`src/source/sram_test_pkg.sv`:
```
package sram_test_pkg;

   // data path widths
   localparam int DATA_W    = 32;
   localparam int WMASK_W   = 4;
   // one mask bit per byte lane
   localparam int BYTE_W    = DATA_W / WMASK_W;

   // 32x256 dual-port macro and 32x128 single-port macro
   localparam int DP_ADDR_W = 8;
   localparam int SP_ADDR_W = 7;

   // macro indices into the select buses
   localparam int NUM_MEMS  = 2;
   localparam int MEM_DP    = 0;
   localparam int MEM_SP    = 1;

   // command as it sits in the scan chain, msb first
   typedef struct packed {
      logic                 mem_sel;
      logic                 rd1_en;
      logic                 web0;
      logic [WMASK_W-1:0]   wmask0;
      logic [DP_ADDR_W-1:0] addr0;
      logic [DP_ADDR_W-1:0] addr1;
      logic [DATA_W-1:0]    din0;
   } mem_cmd_t;

   // captured read data, dout0 shifts out first
   typedef struct packed {
      logic [DATA_W-1:0] dout0;
      logic [DATA_W-1:0] dout1;
   } mem_res_t;

   localparam int CMD_BITS = $bits(mem_cmd_t);
   localparam int RES_BITS = $bits(mem_res_t);

endpackage
```
`src/source/testchip_control.sv`:
```
module testchip_control
   import sram_test_pkg::*;
(
   input  logic                 clk,
   input  logic                 resetn,
   input  logic                 sram_load_i,
   input  logic                 scan_en_i,
   input  logic                 global_csb_i,
   input  mem_cmd_t             cmd_scan_i,
   // returned macro data
   input  logic [DATA_W-1:0]    dp_dout0_i,
   input  logic [DATA_W-1:0]    dp_dout1_i,
   input  logic [DATA_W-1:0]    sp_dout0_i,
   output mem_cmd_t             cmd_q_o,
   output mem_res_t             res_q_o,
   output logic                 capture_o,
   output logic                 done_o,
   // shared macro buses
   output logic [DP_ADDR_W-1:0] addr0_o,
   output logic [DATA_W-1:0]    din0_o,
   output logic                 web0_o,
   output logic [WMASK_W-1:0]   wmask0_o,
   output logic [DP_ADDR_W-1:0] addr1_o,
   // active-low selects, one bit per macro
   output logic [NUM_MEMS-1:0]  csb0_o,
   output logic [NUM_MEMS-1:0]  csb1_o
);

   typedef enum logic [1:0] {
      ST_IDLE,
      ST_ACCESS,
      ST_CAPTURE
   } state_t;

   state_t              state_q;
   mem_cmd_t            cmd_q;
   mem_res_t            res_d;
   logic                done_q;
   logic                access_en;
   logic [NUM_MEMS-1:0] sel_oh;

   // load only from idle with the chain at rest
   // a pulse mid-access is dropped
   always_ff @(posedge clk) begin
      if (!resetn) begin
         state_q <= ST_IDLE;
         cmd_q   <= '0;
         done_q  <= 1'b0;
      end else begin
         done_q <= (state_q == ST_CAPTURE);
         case (state_q)
            ST_IDLE: begin
               if (sram_load_i && !scan_en_i) begin
                  cmd_q   <= cmd_scan_i;
                  state_q <= ST_ACCESS;
               end
            end
            // macro edge happens at the end of this cycle
            ST_ACCESS:  state_q <= ST_CAPTURE;
            ST_CAPTURE: state_q <= ST_IDLE;
            default:    state_q <= ST_IDLE;
         endcase
      end
   end

   // selects only during the access cycle, global_csb overrides
   assign access_en = (state_q == ST_ACCESS) && !global_csb_i;
   assign sel_oh    = NUM_MEMS'(1) << cmd_q.mem_sel;
   assign csb0_o    = ~(access_en ? sel_oh : '0);
   // port 1 exists on the dual-port macro only
   assign csb1_o    = ~((access_en && cmd_q.rd1_en) ? (sel_oh & NUM_MEMS'(1 << MEM_DP)) : '0);

   // single-port macro has no dout1
   assign res_d = (cmd_q.mem_sel == MEM_SP) ? {sp_dout0_i, {DATA_W{1'b0}}}
                                            : {dp_dout0_i, dp_dout1_i};

   // scan segment loads the new result on the capture edge
   assign res_q_o   = res_d;
   assign capture_o = (state_q == ST_CAPTURE);
   assign done_o    = done_q;
   assign cmd_q_o   = cmd_q;

   // buses straight from the held command
   assign addr0_o  = cmd_q.addr0;
   assign din0_o   = cmd_q.din0;
   assign web0_o   = cmd_q.web0;
   assign wmask0_o = cmd_q.wmask0;
   assign addr1_o  = cmd_q.addr1;

endmodule

```
`config.mk`:
```
export PLATFORM = sky130hd
export DESIGN_NAME = testchip_control
export DESIGN_NICKNAME = d
export VERILOG_FILES = /design/src/source/sram_test_pkg.sv /design/src/source/testchip_control.sv
export SDC_FILE = /design/constraint.sdc
export NUM_CORES = 1
export LEC_CHECK = 0
export ABC_AREA = 1
export BUFFER_PORTS_ARGS = -buffer_cell sky130_fd_sc_hd__buf_2
export CAP_MARGIN = 20
export CORE_AREA = 2 2 139 114
export CTS_CLUSTER_SIZE = 25
export DETAILED_ROUTE_END_ITERATION = 16
export DIE_AREA = 0 0 141 116
export PLACE_DENSITY_LB_ADDON = 0.3
export SLEW_MARGIN = 20
export SYNTH_ARGS = -nofsm -noshare
export SYNTH_HDL_FRONTEND = slang
export SYNTH_SLANG_ARGS = --single-unit
```
`constraint.sdc`:
```
create_clock -name clk -period 1.75 [get_ports clk]
set_clock_uncertainty 0.2 [all_clocks]
set_input_delay 0.0875 -clock clk [delete_from_list [all_inputs] [get_ports clk]]
set_output_delay 0.0875 -clock clk [all_outputs]
set_load 0.05 [all_outputs]
```
==> summary.md <==
| Metric | Value |
|---|---|
| Crit end category | output pin |
| # setup viols final | 0 |
| Vias per std cell | 4.10 |
| CTS root buffer | clkbuf_16 |
| Max Cap Viol | 0 |
| Setup repair after global routing missed its margin | no |
| CTS Sinks | 58 |
| DR vias | around 4600 |
| Tmin final | 1680 ps |
| PortBufs | 332 |
| Gpl congestion | 0.750 |
| Required time worst endpoint | ~1500 ps |
| Post-synth top area cell | dfxtp_1 |
| Overflow after GRT | 0 |
| F_max | about 590 MHz |
| Ys Warns | 0 |
| Ys flop type | dfxtp_1 |
| Dpl hpwl | between 10 and 15 mm |
| Slew Viols, Final | 0 |
| Largest buffer count on any clock path | 2 |
| Max VDD drop | ~0.00038 V |
| PwrDens | 920 nW/µm² |
| Share of cells above drive strength 1 | 0.393 |
| First-pass GRT wire length | 20.4 mm |
| Mean Syn Cell Area | a little over 6 µm² |
| Die height | 116 µm |
| Residual DRC | 0 |
| Std-Cell Rows | 40 |
| Post-route ant nets | 0 |
| Die area | approximately 16000 µm² |
| Largest net degree at the start of global routing | between 80 and 90 |
| Worst Path Max Fanout | a little under 50 |
| Critical Path AT | approximately 1400 ps |
| Unique masters post-synth | 15 |
| Status | finished, final reports clean |
| Placed cells | about 1000 |
| Sequential area share after synthesis | 0.317 |
| WL/cell | 12.6 µm |
| Starting Density | 0.246 |
| Final instance area | 6000 µm² |
| HP Class | in2reg |
| Syn_nets | 760 |
| Fraction of registers with async set/reset | 0 |
| Die Wd | around 140 µm |
| Worst-skew pair later-pin latency | roughly 320 ps |
| Startpoint Class | flip-flop |
| CTS tree | done |
| Final WL | between 10 and 15 mm |
| Core ar. | about 15000 µm² |
| Design Power | between 0.005 and 0.006 W |
| Layout Area Growth over Synthesis | 63.8% |
| Top post-synthesis cells by count | nand2_1 (154), inv_1 (91), nor2_1 (89) |
| Period utilization | 0.963 |
| Post-DP Area | around 5100 µm² |
| Total negative slack | 0 ps |
| Static Leak | 3.67 nW |
| Hold Vio Cnt, Final | 0 |
| Count leader, synth | nand2_1 |
| DRT iter0 DRCs | 191 |
| Io pins | 334 |
| CP Class | reg2out |
| Nets | between 1000 and 1500 |
| H-Tree Depth | 3 |
| #FFs+latches synth | 58 |
| Syn Std Cell Area | around 3700 µm² |
| Post-Layout Cell Count | approximately 1100 |
| Pre-Repair DR Iteration Count | 7 |
| Largest cells by area after synthesis | dfxtp_1 (32%), nand2_1 (16%), buf_4 (11%), inv_1 (9.3%), nor2_1 (9.1%) |
| EDFF count, synth | 0 |
| Cts bufs inserted | 9 |
| Total track usage | 0.158 |
| Vias in the first global route | 4025 |
| Synth top area share | 0.317 |
| Antenna violations before repair | 1 |
| Reg clk slew, reported paths | approximately 60 ps |
| Mapped Cells | slightly above 600 |
critical path: stages (launching register included):
cell and delay [ps]:
dfxtp_4 360, buf_12 170, nor2_1 210, buf_2 310
area by class of cell:
cell class              instances  area, µm²
diodes                          1       2.50
clock buffers                  12        246
clock inverters                 4       75.1
fillers                      1607       8870
inverters                      92        349
multi-input cells             360       1510
flip-flops and latches         58       1170
well taps                     189        236
repair buffers                401       2410
kinds of logic after synthesis:
logic type | count (synthesis) | share of synthesized area
flops | 58 | 0.317
compound gates | 55 | 0.0752
other cells | 1 | 0.00102
simple gates | 304 | 0.333
buf+inv | 186 | 0.273
what timing repair did:
action / CTS / global route
setup endpoints to repair: 1 / 29
hold endpoints to repair: 55 / 0
setup buffers: 0 / 1
gates resized for setup: 1 / 14
hold buffers: 56 / 0
pin swaps: 0 / 0
flip-flops by register name, indices dropped and copies added, names as in the netlist:
| register | flops |
|---|---|
| din0_o | 32 |
| addr0_o | 8 |
| addr1_o | 8 |
| wmask0_o | 4 |
| cmd_q_o | 2 |
| state_q | 2 |
| done_o | 1 |
| web0_o | 1 |
per-layer routing:
metal,track usage,share of wire,routed length [µm],up-vias
li1,-,-,-,2392
met4,0.0487,0.018,252,0
met2,0.266,0.49,6880,175
met5,0,0,0,-
met1,0.204,0.44,6260,1990
met3,0.0360,0.052,737,18
through the flow:
step           hold WS, ps  setup WS [ps]   util
2_1_floorplan          100           27.4      -
3_3_place_gp           203            339  0.341
3_5_place_dp           209            345  0.341
4_1_cts               99.0          0.307  0.400
5_1_grt                154           18.9  0.403
6_report               123           65.4  0.403
power by group:
part | switching, W | total, W | internal [W]
sequential | 0.0000698 | 0.00148 | 0.00141
combinational | 0.00155 | 0.00214 | 0.000588
clock | 0.000611 | 0.00190 | 0.00129
total | 0.00223 | 0.00552 | 0.00329
final timing paths:
check	start	end	slack [ps]	cells after the start
min	scan_en_i	state_q[0]	120	5
max	cmd_q_o[54]	res_q_o[31]	70	3
max reg2reg	state_q[1]	din0_o[23]	370	5
min reg2reg	state_q[0]	done_o	280	1
placed cells by master, fill, tap and decap left out, drive strengths merged, types with 2 or more instances in the layout:
cell type / n
clkbuf: 19
a21oi: 55
bufinv: 2
inv: 91
dfxtp: 58
nand3: 56
nor2: 91
clkinvlp: 3
nor3: 3
buf: 338
dlygate4sd3: 56
nand2: 154
No activity file was read; power rests on OpenSTA's default activity.
