### src/source/scan_shift_reg.sv
module scan_shift_reg #(
   parameter type payload_t = logic [7:0]
) (
   input  logic     clk,
   input  logic     resetn,
   input  logic     shift_i,
   input  logic     capture_i,
   input  logic     ser_i,
   input  payload_t par_i,
   output logic     ser_o,
   output payload_t par_o
);

   // segment length follows the payload
   localparam int W = $bits(payload_t);

   logic [W-1:0] sr_q;

   // capture wins over shift
   // shift in at lsb, data moves toward msb
   always_ff @(posedge clk) begin
      if (!resetn) begin
         sr_q <= '0;
      end else if (capture_i) begin
         sr_q <= par_i;
      end else if (shift_i) begin
         sr_q <= {sr_q[W-2:0], ser_i};
      end
   end

   // msb feeds the next segment
   assign ser_o = sr_q[W-1];

   // parallel view of the segment
   assign par_o = sr_q;

endmodule

### config.mk
export PLATFORM = sky130hd
export DESIGN_NAME = scan_shift_reg
export DESIGN_NICKNAME = d
export VERILOG_FILES = /design/src/source/scan_shift_reg.sv
export SDC_FILE = /design/constraint.sdc
export NUM_CORES = 1
export LEC_CHECK = 0
export BUFFER_PORTS_ARGS = -buffer_cell sky130_fd_sc_hd__buf_2
export CORE_AREA = 2 2 39 41
export DETAILED_ROUTE_END_ITERATION = 6
export DIE_AREA = 0 0 41 43
export SETUP_SLACK_MARGIN = 0.15
export SLEW_MARGIN = 20
export SYNTH_ARGS = -nofsm -noshare
export SYNTH_HDL_FRONTEND = slang
export SYNTH_SLANG_ARGS = --single-unit
### constraint.sdc
create_clock -name clk -period 1.8 [get_ports clk]
set_clock_uncertainty 0.1 [all_clocks]
set_input_delay 0.09 -clock clk [delete_from_list [all_inputs] [get_ports clk]]
set_output_delay 0.09 -clock clk [all_outputs]
set_load 0.005 [all_outputs]
==> impl_metrics.py, run 1 <==
metrics = {
    "outcome": {
        "outcome": "completed",
    },
    "floorplanning": {
        "rows": 14,
        "die_area_um2": 1760,
        "core_area_um2": 1380,
        "initial_core_util": 0.324,
        "die_x_um": 41,
        "num_io_pins": 22,
        "die_y_um": 43,
    },
    "synth": {
        "netlist_area_um2": 448,
        "synth_fa_ha_area_frac": 0,
        "synth_xor_area_frac": 0,
        "ys_types": 8,
        "syn_inst": 36,
        "synth-simple-area-share": 0.134,
        "ys_ff_latch": 8,
        "synthesis.nets": 49,
        "synth_compound_area_frac": 0.179,
        "synth_warnings": 0,
        "synth.area.mux_share": 0.268,
        "synth_top_family_by_area": "multiplexers",
        "yosysSeqAreaShare": 0.358,
        "synth.avg_cell_area_um2": 12.4,
    },
    "clock_tree": {
        "clock_path_buffers": 2,
        "cts_resized": 0,
        "cts.sink_count": 8,
        "post-cts-setup-buffer-count": 0,
        "clk_pin_slew_ns": 0.06,
        "cts_hold_buf": 0,
        "cts_inserted_buffers": 3,
        "root_buffer": "clkbuf_4",
        "clk_latency_ns": 0.25,
        "htree_num_levels": 1,
        "tritoncts": "done",
    },
    "cells_and_area": {
        "layout.cells.most_common": "buf_2",
        "n_fill_cell": 139,
        "syn_to_final_growth_pct": 26.8,
        "antenna_cells": 0,
        "drive_gt1_frac": 0.571,
        "register_area_um2": 160,
        "nNetsFinal": 71,
        "largest_register_ffs": 8,
        "multi_input_area_um2": 260,
        "layout_common_cells": "buf_2, mux2_4, or2b_1, o211a_1, dfxtp_1",
    },
    "detailed_routing": {
        "dr.first_iter.drc_count": 1,
        "vias_per_cell": 4.81,
        "routed_wl_um": 823,
        "drc": 0,
        "ant_nets": 0,
        "dr_total_vias": 346,
        "firstDrtPassIters": 2,
        "drt-wirelength-per-cell_um": 11.4,
    },
    "global_route": {
        "globalRoute.totalOverflow": 0,
        "grt_max_degree": 17,
        "antenna_found_initial": 0,
        "grtUsageTotal": 0.113,
        "grt_pass1_wl_um": 1300,
        "grt_pass1_vias": 312,
    },
    "critical_path": {
        "r2r-start": "par_o[6]$_SDFFE_PN0P_",
        "cp_data_required_time_ns": 1.85,
        "criticalPathCategory": "reg2reg",
        "critPathLaunchType": "flop",
        "reg2reg_slack_ns": 0.80,
        "crit_fanout": 3,
        "crit_path_end_kind": "flop",
        "worstPathArrival_ns": 1.04,
        "r2r_end": "par_o[6]$_SDFFE_PN0P_",
        "r2r_cells": 2,
    },
    "placement": {
        "io_buffers": 21,
        "gp_congestion": 0.587,
        "place_hpwl_um": 601,
    },
    "sta": {
        "holdWs_ns": 0.0410,
        "hold_viol_final": 0,
        "worstMarginPinSlew_ns": 0.242,
        "post-route-period-util": 0.553,
        "max-slew-margin-rel": 0.838,
        "setup_viol": 0,
        "fmax_ghz": 1.00,
        "rsz0062_at_grt": "false",
        "fin_tns_setup_ns": 0,
        "period_needed_ns": 0.995,
        "slew_violations": 0,
    },
    "hold_path": {
        "hold_depth": 3,
        "hp-class": "in2reg",
        "hold_end": "par_o[4]$_SDFFE_PN0P_",
        "hp-start": "par_i[4]",
    },
    "flow_run": {
        "cap_violations": 0,
    },
    "pwr": {
        "p_leak_nw": 0.353,
        "pwr_density_cell_nw_per_um2": 746,
        "ir_drop_v": 0.000489,
    },
}
## power breakdown
part / leakage, nW / switching, mW / internal [mW]
logic: 0.273 / 0.0288 / 0.0561
clock network: 0.0138 / 0.0623 / 0.0764
registers: 0.0666 / 0.00966 / 0.191
## metrics by stage
step | cells | area, um^2 | setup WS [ns] | power [mW] | utilization
2_1_floorplan | 36 | 448 | 0.829 | 0.262 | -
4_1_cts | 72 | 568 | 0.790 | 0.434 | 0.410
3_5_place_dp | 69 | 546 | 0.728 | 0.291 | 0.394
3_3_place_gp | 69 | 546 | 0.739 | 0.290 | 0.394
6_report | 72 | 568 | 0.805 | 0.424 | 0.410
5_1_grt | 72 | 568 | 0.773 | 0.452 | 0.410
## synth_stat cells
cell type,n,area (um^2)
dfxtp_1,8,160
mux2_4,8,120
o211a_1,8,80.1
or2b_1,8,60.1
buf_1,1,3.75
buf_2,1,5.00
buf_4,1,7.51
buf_6,1,11.3
## how the worst max path moves through the flow
stage | from | endpoint | slack, ns | cells past startpoint
final | par_o[6]$_SDFFE_PN0P_ | par_o[6]$_SDFFE_PN0P_ | 0.80 | 2
after global routing | par_o[5]$_SDFFE_PN0P_ | par_o[5]$_SDFFE_PN0P_ | 0.77 | 2
after CTS | par_o[5]$_SDFFE_PN0P_ | par_o[5]$_SDFFE_PN0P_ | 0.79 | 2
after detailed placement | shift_i | par_o[5]$_SDFFE_PN0P_ | 0.73 | 3
after global placement | shift_i | par_o[0]$_SDFFE_PN0P_ | 0.74 | 3
after floorplan | par_o[7]$_SDFFE_PN0P_ | par_o[7]$_SDFFE_PN0P_ | 0.83 | 2
## metal layers
layer,part of all wire,global-route usage
met1,0.47,0.139
met2,0.42,0.150
met3,0.11,0.0785
met4,0,0.0400
met5,0,0
## cells by family after synthesis
family          Yosys count
buf+inv                   4
compound gates            8
simple gates              8
mux                       8
flops                     8
## worst max-delay path, stage by stage, from the launching register on
cell,delay (ns)
dfxtp_1,0.32
mux2_4,0.26
o211a_1,0.20
## cell type report
type | count | area share
well taps | 16 | 0.0352
clock buffers | 3 | 0.0396
flip-flops and latches | 8 | 0.282
repair buffers | 21 | 0.185
multi-input cells | 24 | 0.458
Note: power is estimated with default switching activity, not from simulation.
==> inputs of run 2 (changes only) <==
- clock period: 1.8 -> 1 ns (I/O delays scaled with it)
==> run 2 against run 1 <==
The run now ends with setup timing left. Setup slack got worse by 0.81 ns. Final area increased by 8.1%. Register-to-register slack got worse by 0.81 ns. Global-route usage decreased by 0.20 points. Count of clock-buffer cells in the layout unchanged. Utilization increased by 3.3 points. Sequential share of layout area decreased by 0.50 points. Routed wire length decreased by 0.61%. Combinational power increased by 110%. Die area unchanged. Non-clock buffer count increased by 1.
==> impl_metrics.py, run 2 (same netlist as run 1, synthesis figures left out) <==
metrics = {
    "sta": {
        "fmax_ghz": 0.996,
        "hold_viol_final": 0,
        "period_needed_ns": 1.00,
        "worstMarginPinSlew_ns": 0.250,
        "max-slew-margin-rel": 0.833,
        "holdWs_ns": 0.00709,
        "setup_viol": 1,
        "post-route-period-util": 1.00,
        "slew_violations": 0,
        "fin_tns_setup_ns": -0.00377,
        "setup_slack_ns": -0.00377,
        "rsz0062_at_grt": "true",
    },
    "clock_tree": {
        "tritoncts": "done",
        "cts_inserted_buffers": 3,
        "root_buffer": "clkbuf_4",
        "htree_num_levels": 1,
        "clock_path_buffers": 2,
        "cts.sink_count": 8,
        "clk_latency_ns": 0.24,
        "clk_pin_slew_ns": 0.05,
        "cts_hold_buf": 0,
    },
    "critical_path": {
        "r2r_end": "par_o[1]$_SDFFE_PN0P_",
        "criticalPathCategory": "reg2reg",
        "worstPathArrival_ns": 1.04,
        "startpoint": "par_o[1]$_SDFFE_PN0P_",
        "r2r-start": "par_o[1]$_SDFFE_PN0P_",
        "crit_fanout": 3,
        "critPathLaunchType": "flop",
        "r2r_cells": 2,
        "cp_data_required_time_ns": 1.03,
        "reg2reg_slack_ns": -0.004,
        "crit_path_end_kind": "flop",
        "cp-endpoint": "par_o[1]$_SDFFE_PN0P_",
    },
    "cells_and_area": {
        "final_cell_area_um2": 614,
        "n_fill_cell": 143,
        "layout_common_cells": "buf_2, mux2_4, or2b_1, o211a_1, dfxtp_2",
        "antenna_cells": 0,
        "layout.cells.most_common": "buf_2",
        "utilization": 0.444,
        "largest_register_ffs": 8,
        "syn_to_final_growth_pct": 37.2,
        "drive_gt1_frac": 0.719,
        "nNetsFinal": 72,
        "layout.cells.non_filler": 73,
    },
    "flow_run": {
        "cap_violations": 0,
    },
    "global_route": {
        "antenna_found_initial": 0,
        "grt_pass1_wl_um": 1360,
        "globalRoute.totalOverflow": 0,
        "grt_max_degree": 17,
        "grtUsageTotal": 0.111,
        "grt_pass1_vias": 331,
    },
    "hold_path": {
        "hp-class": "in2reg",
        "hp-start": "resetn",
    },
    "detailed_routing": {
        "dr_total_vias": 339,
        "dr.first_iter.drc_count": 4,
        "vias_per_cell": 4.64,
        "drc": 0,
        "firstDrtPassIters": 4,
        "routed_wl_um": 818,
        "ant_nets": 0,
        "drt-wirelength-per-cell_um": 11.2,
    },
    "floorplanning": {
        "die_x_um": 41,
        "die_y_um": 43,
        "core_area_um2": 1380,
        "die_area_um2": 1760,
        "initial_core_util": 0.324,
        "rows": 14,
        "num_io_pins": 22,
    },
    "pwr": {
        "ir_drop_v": 0.000700,
        "pwr_density_cell_nw_per_um2": 1270,
        "p_leak_nw": 0.366,
    },
    "placement": {
        "placedCellCount": 69,
        "io_buffers": 21,
        "place_hpwl_um": 613,
        "place_area_um2": 556,
        "gp_congestion": 0.643,
    },
    "outcome": {
        "outcome": "finished with violations",
        "failed_checks": "setup timing",
    },
}
-- run 2: cell count changes in the layout (fill, tap and decap cells not counted) --
cell	previous run	this run
buf_2	21	17
buf_6	0	5
dfxtp_1	8	0
dfxtp_2	0	8
-- run 2: worst min-delay path by stage --
stage / to / slack [ns] / cells after the start
2_1_floorplan: par_o[0]$_SDFFE_PN0P_ / 0.18 / 2
3_3_place_gp: par_o[3]$_SDFFE_PN0P_ / 0.26 / 3
3_5_place_dp: par_o[3]$_SDFFE_PN0P_ / 0.27 / 3
4_1_cts: par_o[7]$_SDFFE_PN0P_ / 0.005 / 2
5_1_grt: par_o[5]$_SDFFE_PN0P_ / 0.02 / 2
6_report: par_o[7]$_SDFFE_PN0P_ / 0.007 / 2
-- run 2: area by class of cell --
class	count	area, um^2	area share
sequential	8	170	0.277
multi-input combinational	24	260	0.424
timing repair buffer	22	141	0.230
tap	16	20.0	0.0326
clock buffer	3	22.5	0.0367
-- run 2: power by group --
| part | switching [mW] | internal (mW) | total, mW |
|---|---|---|---|
| Sequential | 0.0184 | 0.348 | 0.367 |
| Clock | 0.102 | 0.137 | 0.239 |
| Combinational | 0.0555 | 0.119 | 0.175 |
| Total | 0.176 | 0.605 | 0.781 |
-- run 2: metrics by stage --
| step | power (mW) | worst slack [ns] |
|---|---|---|
| 2_1_floorplan | 0.477 | 0.0306 |
| 6_report | 0.781 | -0.00377 |
| 3_5_place_dp | 0.529 | -0.0359 |
| 3_3_place_gp | 0.527 | -0.0259 |
| 4_1_cts | 0.790 | -0.000646 |
| 5_1_grt | 0.833 | -0.0280 |
-- run 2: per-layer routing --
metal  part of all wire  global-route usage  wire, um
met5                  0                   0         0
met4                  0              0.0600         0
met3              0.087              0.0314        71
met2               0.42               0.147       342
met1               0.49               0.155       404
-- run 2: critical path, cell delays in order, from the launching register on --
cell	delay [ns]
dfxtp_2	0.33
mux2_4	0.26
o211a_1	0.20
-- run 2: repair_timing --
item	4_1_cts	5_1_grt
setup buffers	1	0
pin swaps	0	0
gates resized for setup	3	2
setup endpoints to repair	10	17
